[src/hw/nandc_cfg.svh]
`ifndef NANDC_CFG_SVH
`define NANDC_CFG_SVH

// flash timing, counted in tRC half periods of wb_clk
`define NANDC_TRC        2
`define NANDC_TWB        5
`define NANDC_TWHR       3

// address cycles for one full column plus row address
`define NANDC_ADDR_CYC   4

// geometry in address bits, columns include the spare area bit
`define NANDC_FCOLUMNS   12
`define NANDC_FPAGES     6

// flash window, first block mapped and block count
`define NANDC_FLASH_BASE 32'h0000_0000
`define NANDC_FLASH_S    4
`define NANDC_FLASH_N    16

// register map
`define NANDC_REG_BASE   32'h1000_0000
`define NANDC_ERASE_OFF  32'h0000_0000
`define NANDC_STATUS_OFF 32'h0000_0004

`endif

[src/hw/nand_flash_pkg.sv]
package nand_flash_pkg;

   // one byte on the flash io bus
   typedef logic [7:0] flash_byte_t;

   // one bus step of the flash interface
   typedef enum logic [2:0] {
      STEP_CMD,
      // ALE latch of one address byte
      STEP_ADDR,
      // tWB, then poll ready/busy
      STEP_WAIT_RB,
      // gap between status command and first RE
      STEP_WAIT_WHR,
      // one RE cycle with a sampled byte
      STEP_READ
   } step_kind_e;

   // command opcodes of the part
   localparam flash_byte_t FCMD_READ_0    = 8'h00;
   localparam flash_byte_t FCMD_READ_1    = 8'h30;
   localparam flash_byte_t FCMD_ERASE_0   = 8'h60;
   localparam flash_byte_t FCMD_ERASE_1   = 8'hd0;
   localparam flash_byte_t FCMD_READ_STAT = 8'h70;

endpackage

[src/hw/nand_host_pkg.sv]
package nand_host_pkg;

   // operations the bus slave can hand to the sequencer
   typedef enum logic [1:0] {
      OP_READ,
      OP_ERASE,
      OP_STATUS
   } op_kind_e;

   // wishbone data word
   typedef logic [31:0] host_word_t;

   // flash page address and byte column
   typedef logic [15:0] row_t;
   typedef logic [11:0] col_t;

endpackage

[src/hw/nand_wb_slave.sv]
`include "nandc_cfg.svh"

module nand_wb_slave
   import nand_host_pkg::*;
(
   input  logic       wb_clk,
   input  logic       wb_rst,
   input  host_word_t wbs_adr_i,
   input  host_word_t wbs_dat_i,
   input  logic       wbs_cyc_i,
   input  logic       wbs_stb_i,
   input  logic       wbs_we_i,
   output host_word_t wbs_dat_o,
   output logic       wbs_ack_o,
   output logic       op_valid_o,
   input  logic       op_ready_i,
   output op_kind_e   op_kind_o,
   output row_t       op_row_o,
   output col_t       op_col_o,
   input  logic       done_valid_i,
   input  host_word_t done_data_i
);

   localparam host_word_t ERASE_ADDR  = `NANDC_REG_BASE + `NANDC_ERASE_OFF;
   localparam host_word_t STATUS_ADDR = `NANDC_REG_BASE + `NANDC_STATUS_OFF;
   localparam host_word_t FLASH_END   =
      `NANDC_FLASH_BASE + (`NANDC_FLASH_N << (`NANDC_FPAGES + `NANDC_FCOLUMNS));
   localparam host_word_t BLK_FIRST   = `NANDC_FLASH_S;
   localparam host_word_t BLK_END     = `NANDC_FLASH_S + `NANDC_FLASH_N;
   localparam row_t       ROW_BASE    = row_t'(`NANDC_FLASH_S << `NANDC_FPAGES);

   typedef enum logic [2:0] {
      S_IDLE,
      S_REJECT,
      S_BUSY,
      S_ACK,
      S_GAP
   } state_e;

   state_e     state;
   host_word_t flash_off;
   logic       req;
   logic       in_window;
   logic       is_read;
   logic       is_erase;
   logic       is_status;

   assign req       = wbs_cyc_i && wbs_stb_i;
   assign flash_off = wbs_adr_i - `NANDC_FLASH_BASE;
   assign in_window = (wbs_adr_i >= `NANDC_FLASH_BASE) && (wbs_adr_i < FLASH_END);
   assign is_read   = !wbs_we_i && in_window;
   assign is_status = !wbs_we_i && (wbs_adr_i == STATUS_ADDR);
   // write data is a block number, only mapped blocks may be erased
   assign is_erase  = wbs_we_i && (wbs_adr_i == ERASE_ADDR) &&
                      (wbs_dat_i >= BLK_FIRST) && (wbs_dat_i < BLK_END);

   always_ff @(posedge wb_clk) begin
      if (wb_rst) begin
         state      <= S_IDLE;
         op_valid_o <= 1'b0;
         wbs_ack_o  <= 1'b0;
      end else begin
         case (state)
            S_IDLE: begin
               if (req) begin
                  if (is_read || is_erase || is_status) begin
                     op_valid_o <= 1'b1;
                     state      <= S_BUSY;
                  end else begin
                     state <= S_REJECT;
                  end
               end
            end
            // no flash activity, answer with zero
            S_REJECT: begin
               wbs_dat_o <= '0;
               wbs_ack_o <= 1'b1;
               state     <= S_ACK;
            end
            S_BUSY: begin
               if (op_ready_i) begin
                  op_valid_o <= 1'b0;
               end
               if (done_valid_i) begin
                  wbs_dat_o <= done_data_i;
                  wbs_ack_o <= 1'b1;
                  state     <= S_ACK;
               end
            end
            S_ACK: begin
               wbs_ack_o <= 1'b0;
               state     <= S_GAP;
            end
            // master may still show the old stb here
            default: state <= S_IDLE;
         endcase
      end
   end

   // operation fields, captured with the request
   always_ff @(posedge wb_clk) begin
      if (state == S_IDLE && req) begin
         op_col_o <= col_t'(flash_off);
         if (is_erase) begin
            op_kind_o <= OP_ERASE;
            op_row_o  <= row_t'(wbs_dat_i << `NANDC_FPAGES);
         end else begin
            op_kind_o <= is_status ? OP_STATUS : OP_READ;
            op_row_o  <= row_t'(flash_off >> `NANDC_FCOLUMNS) + ROW_BASE;
         end
      end
   end

   a_ack_in_cycle: assert property (@(posedge wb_clk) disable iff (wb_rst)
      wbs_ack_o |-> req);

endmodule

[src/hw/nand_op_seq.sv]
`include "nandc_cfg.svh"

module nand_op_seq
   import nand_host_pkg::*;
   import nand_flash_pkg::*;
(
   input  logic        wb_clk,
   input  logic        wb_rst,
   input  logic        op_valid_i,
   output logic        op_ready_o,
   input  op_kind_e    op_kind_i,
   input  row_t        op_row_i,
   input  col_t        op_col_i,
   output logic        done_valid_o,
   output host_word_t  done_data_o,
   output logic        step_valid_o,
   input  logic        step_ready_i,
   output step_kind_e  step_kind_o,
   output flash_byte_t step_byte_o,
   input  logic        rd_valid_i,
   input  flash_byte_t rd_byte_i,
   output logic        ce_o
);

   // read: command, address bytes, confirm, busy wait, four data bytes
   localparam logic [3:0] RD_CONFIRM = 4'(`NANDC_ADDR_CYC + 1);
   localparam logic [3:0] RD_WAIT    = 4'(`NANDC_ADDR_CYC + 2);
   localparam logic [3:0] RD_LAST    = 4'(`NANDC_ADDR_CYC + 6);
   // a status read is the tail of the erase sequence
   localparam logic [3:0] STAT_FIRST = 4'd5;

   typedef enum logic [1:0] {
      Q_IDLE,
      Q_ISSUE,
      Q_DRAIN
   } state_e;

   state_e     state;
   op_kind_e   kind_q;
   row_t       row_q;
   col_t       col_q;
   logic [3:0] idx;
   logic       last_step;
   host_word_t addr_word;
   host_word_t rd_word;

   // column goes out first, then row, low byte first
   assign addr_word    = {row_q, 4'h0, col_q};
   assign op_ready_o   = (state == Q_IDLE);
   assign step_valid_o = (state == Q_ISSUE);
   assign ce_o         = (state != Q_IDLE);

   always_comb begin
      step_kind_o = STEP_READ;
      step_byte_o = '0;
      last_step   = 1'b0;
      if (kind_q == OP_READ) begin
         if (idx == 4'd0) begin
            step_kind_o = STEP_CMD;
            step_byte_o = FCMD_READ_0;
         end else if (idx < RD_CONFIRM) begin
            step_kind_o = STEP_ADDR;
            step_byte_o = addr_word[8*(idx - 4'd1) +: 8];
         end else if (idx == RD_CONFIRM) begin
            step_kind_o = STEP_CMD;
            step_byte_o = FCMD_READ_1;
         end else if (idx == RD_WAIT) begin
            step_kind_o = STEP_WAIT_RB;
         end else begin
            last_step = (idx == RD_LAST);
         end
      end else begin
         case (idx)
            4'd0: begin
               step_kind_o = STEP_CMD;
               step_byte_o = FCMD_ERASE_0;
            end
            4'd1: begin
               step_kind_o = STEP_ADDR;
               step_byte_o = row_q[7:0];
            end
            4'd2: begin
               step_kind_o = STEP_ADDR;
               step_byte_o = row_q[15:8];
            end
            4'd3: begin
               step_kind_o = STEP_CMD;
               step_byte_o = FCMD_ERASE_1;
            end
            4'd4: step_kind_o = STEP_WAIT_RB;
            4'd5: begin
               step_kind_o = STEP_CMD;
               step_byte_o = FCMD_READ_STAT;
            end
            4'd6: step_kind_o = STEP_WAIT_WHR;
            default: last_step = 1'b1;
         endcase
      end
   end

   always_ff @(posedge wb_clk) begin
      if (wb_rst) begin
         state        <= Q_IDLE;
         idx          <= '0;
         done_valid_o <= 1'b0;
      end else begin
         done_valid_o <= 1'b0;
         case (state)
            Q_IDLE: begin
               if (op_valid_i) begin
                  idx   <= (op_kind_i == OP_STATUS) ? STAT_FIRST : 4'd0;
                  state <= Q_ISSUE;
               end
            end
            Q_ISSUE: begin
               if (step_ready_i) begin
                  idx <= idx + 4'd1;
                  if (last_step) begin
                     state <= Q_DRAIN;
                  end
               end
            end
            // wait for the byte of the final read step
            default: begin
               if (rd_valid_i) begin
                  done_valid_o <= 1'b1;
                  state        <= Q_IDLE;
               end
            end
         endcase
      end
   end

   always_ff @(posedge wb_clk) begin
      if (state == Q_IDLE && op_valid_i) begin
         kind_q <= op_kind_i;
         row_q  <= op_row_i;
         col_q  <= op_col_i;
      end
      // first byte ends up in the lowest lane
      if (rd_valid_i) begin
         rd_word <= {rd_byte_i, rd_word[31:8]};
      end
      if (state == Q_DRAIN && rd_valid_i) begin
         if (kind_q == OP_READ) begin
            done_data_o <= {rd_byte_i, rd_word[31:8]};
         end else begin
            // fail bit of the status byte
            done_data_o <= {31'h0, rd_byte_i[0]};
         end
      end
   end

   a_step_held: assert property (@(posedge wb_clk) disable iff (wb_rst)
      step_valid_o && !step_ready_i |=> step_valid_o && $stable(step_kind_o));

endmodule

[src/hw/nand_cycle_gen.sv]
`include "nandc_cfg.svh"

module nand_cycle_gen
   import nand_flash_pkg::*;
(
   input  logic        wb_clk,
   input  logic        wb_rst,
   input  logic        step_valid_i,
   output logic        step_ready_o,
   input  step_kind_e  step_kind_i,
   input  flash_byte_t step_byte_i,
   input  logic        ce_i,
   output logic        rd_valid_o,
   output flash_byte_t rd_byte_o,
   input  flash_byte_t io_i,
   output flash_byte_t io_o,
   output flash_byte_t io_t_o,
   output logic        cle_o,
   output logic        ale_o,
   output logic        ce_n_o,
   output logic        we_n_o,
   output logic        re_n_o,
   output logic        wp_n_o,
   input  logic        rb_n_i
);

   localparam flash_byte_t IO_DRIVE = 8'h00;
   localparam flash_byte_t IO_TRI   = 8'hff;

   typedef enum logic [1:0] {
      G_IDLE,
      G_START,
      G_FINISH
   } state_e;

   state_e      state;
   step_kind_e  kind_q;
   flash_byte_t byte_q;
   logic [3:0]  trc_cnt;
   logic        trc;
   logic [3:0]  wait_cnt;
   logic [3:0]  wait_last;
   logic [2:0]  rb_sync;
   logic        is_write;

   assign step_ready_o = (state == G_IDLE);
   // no programming, so write protect stays released
   assign wp_n_o       = 1'b1;
   assign is_write     = (kind_q == STEP_CMD) || (kind_q == STEP_ADDR);
   assign wait_last    = (kind_q == STEP_WAIT_WHR) ? 4'(`NANDC_TWHR - 1)
                                                   : 4'(`NANDC_TWB - 1);

   // free running tRC pulse
   always_ff @(posedge wb_clk) begin
      if (wb_rst) begin
         trc_cnt <= '0;
         trc     <= 1'b0;
      end else if (trc_cnt == 4'(`NANDC_TRC - 1)) begin
         trc_cnt <= '0;
         trc     <= 1'b1;
      end else begin
         trc_cnt <= trc_cnt + 4'd1;
         trc     <= 1'b0;
      end
   end

   // ready/busy comes from the flash clock domain
   always_ff @(posedge wb_clk) begin
      if (wb_rst) begin
         rb_sync <= 3'b111;
      end else begin
         rb_sync <= {rb_sync[1:0], rb_n_i};
      end
   end

   always_ff @(posedge wb_clk) begin
      if (wb_rst) begin
         state      <= G_IDLE;
         wait_cnt   <= '0;
         rd_valid_o <= 1'b0;
         cle_o      <= 1'b0;
         ale_o      <= 1'b0;
         ce_n_o     <= 1'b1;
         we_n_o     <= 1'b1;
         re_n_o     <= 1'b1;
         io_t_o     <= IO_TRI;
      end else begin
         rd_valid_o <= 1'b0;
         ce_n_o     <= !ce_i;
         case (state)
            G_IDLE: begin
               if (step_valid_i) begin
                  state <= G_START;
               end
            end
            // first period: strobe asserted, data driven on writes
            G_START: begin
               if (trc) begin
                  cle_o    <= (kind_q == STEP_CMD);
                  ale_o    <= (kind_q == STEP_ADDR);
                  we_n_o   <= !is_write;
                  re_n_o   <= (kind_q != STEP_READ);
                  io_t_o   <= is_write ? IO_DRIVE : IO_TRI;
                  wait_cnt <= '0;
                  state    <= G_FINISH;
               end
            end
            default: begin
               if (trc) begin
                  case (kind_q)
                     // rising WE latches the byte
                     STEP_CMD, STEP_ADDR: begin
                        we_n_o <= 1'b1;
                        state  <= G_IDLE;
                     end
                     STEP_READ: begin
                        re_n_o     <= 1'b1;
                        rd_valid_o <= 1'b1;
                        state      <= G_IDLE;
                     end
                     default: begin
                        if (wait_cnt != wait_last) begin
                           wait_cnt <= wait_cnt + 4'd1;
                        end else if (kind_q == STEP_WAIT_WHR || rb_sync[2]) begin
                           state <= G_IDLE;
                        end
                     end
                  endcase
               end
            end
         endcase
      end
   end

   always_ff @(posedge wb_clk) begin
      if (state == G_IDLE && step_valid_i) begin
         kind_q <= step_kind_i;
         byte_q <= step_byte_i;
      end
      if (state == G_START && trc) begin
         io_o <= byte_q;
      end
      // sample while RE is still low
      if (state == G_FINISH && trc && kind_q == STEP_READ) begin
         rd_byte_o <= io_i;
      end
   end

   a_cle_ale_excl: assert property (@(posedge wb_clk) disable iff (wb_rst)
      !(cle_o && ale_o));

endmodule

[src/hw/nandc_top.sv]
module nandc_top
   import nand_host_pkg::*;
   import nand_flash_pkg::*;
(
   input  logic        wb_clk,
   input  logic        wb_rst,
   input  host_word_t  wbs_adr_i,
   input  host_word_t  wbs_dat_i,
   input  logic [3:0]  wbs_sel_i,
   input  logic        wbs_cyc_i,
   input  logic        wbs_stb_i,
   input  logic        wbs_we_i,
   output host_word_t  wbs_dat_o,
   output logic        wbs_ack_o,
   input  flash_byte_t io_i,
   output flash_byte_t io_o,
   output flash_byte_t io_t,
   output logic        cle_o,
   output logic        ale_o,
   output logic        ce_n_o,
   output logic        we_n_o,
   output logic        re_n_o,
   output logic        wp_n_o,
   input  logic        rb_n_i
);

   // slave to sequencer
   logic        op_valid;
   logic        op_ready;
   op_kind_e    op_kind;
   row_t        op_row;
   col_t        op_col;
   logic        done_valid;
   host_word_t  done_data;

   // sequencer to cycle generator
   logic        step_valid;
   logic        step_ready;
   step_kind_e  step_kind;
   flash_byte_t step_byte;
   logic        rd_valid;
   flash_byte_t rd_byte;
   logic        ce;

   nand_wb_slave u_slave (
      .wb_clk       (wb_clk),
      .wb_rst       (wb_rst),
      .wbs_adr_i    (wbs_adr_i),
      .wbs_dat_i    (wbs_dat_i),
      .wbs_cyc_i    (wbs_cyc_i),
      .wbs_stb_i    (wbs_stb_i),
      .wbs_we_i     (wbs_we_i),
      .wbs_dat_o    (wbs_dat_o),
      .wbs_ack_o    (wbs_ack_o),
      .op_valid_o   (op_valid),
      .op_ready_i   (op_ready),
      .op_kind_o    (op_kind),
      .op_row_o     (op_row),
      .op_col_o     (op_col),
      .done_valid_i (done_valid),
      .done_data_i  (done_data)
   );

   nand_op_seq u_seq (
      .wb_clk       (wb_clk),
      .wb_rst       (wb_rst),
      .op_valid_i   (op_valid),
      .op_ready_o   (op_ready),
      .op_kind_i    (op_kind),
      .op_row_i     (op_row),
      .op_col_i     (op_col),
      .done_valid_o (done_valid),
      .done_data_o  (done_data),
      .step_valid_o (step_valid),
      .step_ready_i (step_ready),
      .step_kind_o  (step_kind),
      .step_byte_o  (step_byte),
      .rd_valid_i   (rd_valid),
      .rd_byte_i    (rd_byte),
      .ce_o         (ce)
   );

   nand_cycle_gen u_cyc (
      .wb_clk       (wb_clk),
      .wb_rst       (wb_rst),
      .step_valid_i (step_valid),
      .step_ready_o (step_ready),
      .step_kind_i  (step_kind),
      .step_byte_i  (step_byte),
      .ce_i         (ce),
      .rd_valid_o   (rd_valid),
      .rd_byte_o    (rd_byte),
      .io_i         (io_i),
      .io_o         (io_o),
      .io_t_o       (io_t),
      .cle_o        (cle_o),
      .ale_o        (ale_o),
      .ce_n_o       (ce_n_o),
      .we_n_o       (we_n_o),
      .re_n_o       (re_n_o),
      .wp_n_o       (wp_n_o),
      .rb_n_i       (rb_n_i)
   );

endmodule

[config.mk]
export PLATFORM = sky130hd
export DESIGN_NAME = nandc_top
export DESIGN_NICKNAME = d
export VERILOG_FILES = /design/src/hw/nand_flash_pkg.sv /design/src/hw/nand_host_pkg.sv /design/src/hw/nand_wb_slave.sv /design/src/hw/nand_op_seq.sv /design/src/hw/nand_cycle_gen.sv /design/src/hw/nandc_top.sv
export VERILOG_INCLUDE_DIRS = /design/src /design/src/hw
export SDC_FILE = /design/constraint.sdc
export NUM_CORES = 1
export LEC_CHECK = 0
export ABC_AREA = 1
export BUFFER_PORTS_ARGS = -buffer_cell sky130_fd_sc_hd__buf_2
export CAP_MARGIN = 20
export CORE_MARGIN = 2
export CORE_UTILIZATION = 41
export DETAILED_ROUTE_END_ITERATION = 12
export PLACE_DENSITY = 0.68
export RECOVER_POWER = 50
export SLEW_MARGIN = 10
export SYNTH_ARGS = -nofsm -noshare
export SYNTH_HDL_FRONTEND = slang
export SYNTH_HIERARCHICAL = 1
export SYNTH_SLANG_ARGS = --single-unit
export TNS_END_PERCENT = 10
[constraint.sdc]
create_clock -name wb_clk -period 4.1 [get_ports wb_clk]
set_input_delay 0.82 -clock wb_clk [delete_from_list [all_inputs] [get_ports wb_clk]]
set_output_delay 0.82 -clock wb_clk [all_outputs]
set_load 0.03 [all_outputs]
==> metrics.cfg <==
[timing]
min_period_ps = 2822
worst_slew_pin_slew_ps = 1595
hold_viol = 0
relSlewSlack_pct = -6.343
rsz0062_at_grt = no
skew_ps = 9.944
hold_ws_ps = 406.2
fmax_mhz = 354.3
finalSetupViolCount = 0
fin_setup_tns_ps = 0
maxSlewViolCount = 32
finalCritPeriodShare_pct = 68.84

[clocking]
clockRootBuffer = clkbuf_16
ctsHtreeMaxLevel = 1
cts_hold_buf = 0
cts_made_buffers = 21
ctsResizeCount = 0
clk_latency_ps = 490
postCtsSetupRepairBufs = 0
cts_buffer_depth = 3
cts_tree = built
clkTransAtPathRegs_ps = 60
clock-sinks = 208

[drt]
wirelength_um = 15850
vias = 5680
first_iter_violations = 333
antenna_left = 0
viasPerCell = 4.588
wl_per_cell_um = 12.80
drtPass1Iterations = 5
drcViolationCount = 0

[logic_synthesis]
syn_area_sq_mm = 0.008750
syn_nets = 910
synth_cell_types = 39
yosysWarnings = 6
synth_cells = 818
synth_area_per_cell_sq_um = 10.70
yosys_register_bits = 208
seq_area_frac_synth_pct = 67.61

[floorplan]
chipHeight_um = 150.1
io_pins = 137
initial_utilization_pct = 41.75
fp.dieW_um = 150.1
core_sq_mm = 0.02096
die_area_sq_mm = 0.02253
rows = 53

[critical_path]
rrSetupSlack_ps = 1280
crit_path_start_kind = flop
reg2reg_depth = 6
worstReg2RegEnd = u_slave/wbs_dat_o[8]
arrival_ps = 2940
r2r-start = u_slave/state[1]
crit_fanout = 34
crit_required_ps = 4220
crit_type = flop to flop
worstSetupEndpointType = flop

[cells_and_area]
n_fill_cell = 1916
layout.nets = 1040
final_core_util_pct = 49.33
diodes = 0
drive_above_1_share_pct = 19.52
synthToLayoutAreaGrowth_pct = 18.15

[power_and_ir_drop]
powerDensity_mw_per_mm2 = 561.3
leakagePower_nw = 4.227
irDropWorstVdd_v = 0.0002261

[min_path]
min_from = u_cyc/rb_sync[1]
holdPathEnd = u_cyc/rb_sync[2]
hp-class = flop to flop
min_path_cells = 1

[global_route]
grt_max_degree = 43
overflow = 0
grt_pass1_wl_um = 25500
antenna_found_initial = 0
grt_use_total_pct = 13.97
grt_pass1_vias = 5322

[flow_run]
max_cap_viol_count = 1

[placement]
io_buffers = 131
place_congestion = 0.8439
dpl.hpwl_um = 11130

[run_status]
violations = max-capacitance violations, max-slew violations
outcome = finished with violations

[Yosys cell counts (all sizes together)]
cell / n / area (sq um)
nand3: 36 / 217.7
clkbuf: 13 / 48.80
a31oi: 1 / 6.260
nand2: 110 / 440.4
o21ai: 47 / 235.2
a211oi: 1 / 7.510
nor4b: 1 / 8.760
o31ai: 2 / 15.01
dfxtp: 33 / 660.6
o211ai: 2 / 15.01
or2: 6 / 37.53
a21o: 2 / 15.01
inv: 126 / 473.0
nor3b: 1 / 7.510
xnor2: 5 / 43.79
o22ai: 3 / 18.77
edfxtp: 175 / 5255
nor2: 171 / 674.4
buf: 15 / 103.8
xor2: 6 / 52.55
nor3: 14 / 75.07
ha: 10 / 125.1
a21oi: 25 / 136.4
clkinv: 1 / 3.750
conb: 1 / 3.750
nand4: 11 / 68.82
[state kept, by name, summed over array words and instances (netlist names), 8 cells and up]
signal	cells
u_slave/op_row_o	16
u_seq/rd_word	24
u_cyc/rd_byte_o	8
u_slave/wbs_dat_o	32
u_seq/col_q	12
u_seq/row_q	16
u_cyc/io_o	8
u_slave/op_col_o	12
u_seq/done_data_o	32
u_cyc/byte_q	8
[cells by family after synthesis]
| family | share of synthesized area (%) |
|---|---|
| adders and majority gates | 1.430 |
| DFF | 67.61 |
| xor gates and xnor gates | 1.101 |
| and+or+nand+nor | 17.49 |
| buffers and inverters | 7.193 |
| AOI/OAI and AO/OA | 5.134 |
| other | 0.04286 |
[layer usage]
layer | GRT usage (%) | wire [um] | share of wire [%]
met5 | 0 | 0 | 0
met3 | 2.744 | 1059 | 6.7
met2 | 22.99 | 7199 | 45
met1 | 18.99 | 7339 | 46
met4 | 3.774 | 248 | 1.6
[where the power goes]
part / internal, mW / total (mW) / switching (mW)
logic: 0.317 / 1.12 / 0.802
registers: 2.56 / 2.65 / 0.0894
clock network: 1.26 / 2.03 / 0.766
[worst max path at each step]
stage / end / cells after the start / slack, ps / start
finish: u_slave/wbs_dat_o[8] / 6 / 1280 / u_slave/state[1]
global route: u_slave/wbs_dat_o[2] / 6 / 950 / u_slave/state[1]
CTS: u_slave/wbs_dat_o[8] / 6 / 1670 / u_slave/state[1]
detailed placement: u_slave/wbs_dat_o[8] / 6 / 1690 / u_slave/state[1]
global placement: u_slave/wbs_dat_o[2] / 6 / 1710 / u_slave/state[1]
floorplan: u_slave/op_col_o[0] / 2 / 640 / wbs_stb_i
[through the flow]
stage          cell area [sq um]  setup slack (ps)  instances  power [mW]
6_report                   10340              1278       1238       5.802
5_1_grt                    10340             953.2       1238       6.099
4_1_cts                    10390              1670       1238       5.863
3_5_place_dp                9649              1688       1200       3.835
3_3_place_gp                9649              1709       1200       3.808
2_1_floorplan               8750             636.7        818       3.534
[cells in the final DEF (no fill, tap or decap), types with 7 or more instances in the layout]
master     synthesis  layout
nor2_1           162     161
buf_2              5     118
ha_1              10      10
o21ai_0           41      41
dfxtp_1           33      33
nand4_1           11      11
a21oi_1           22      23
clkbuf_1          13      18
nor2_2             7       7
nand2_2            8       7
nand3_1           30      30
inv_2             11       7
clkbuf_16          0      21
edfxtp_1         175     175
inv_1            115     119
nor3_1            13      13
nand2_1          101     103
[cell type report]
type                       instances  area [sq um]  share of cell area, %
multi-input combinational        455          2198                  21.27
clock inverter                    14         203.9                  1.973
inverter                         127         476.7                  4.611
timing repair buffer             135         661.9                  6.403
clock buffer                      24         536.8                  5.192
tap                              275         344.1                  3.328
sequential                       208          5916                  57.23
[critical path, cell delays in order, from the launching register on]
cell and delay (ps):
dfxtp_1 340, inv_1 60, nor3_1 280, inv_1 550, o21ai_0 310, nand2_1 160, nor2_4 720
No activity file was read; power rests on OpenSTA's default activity.
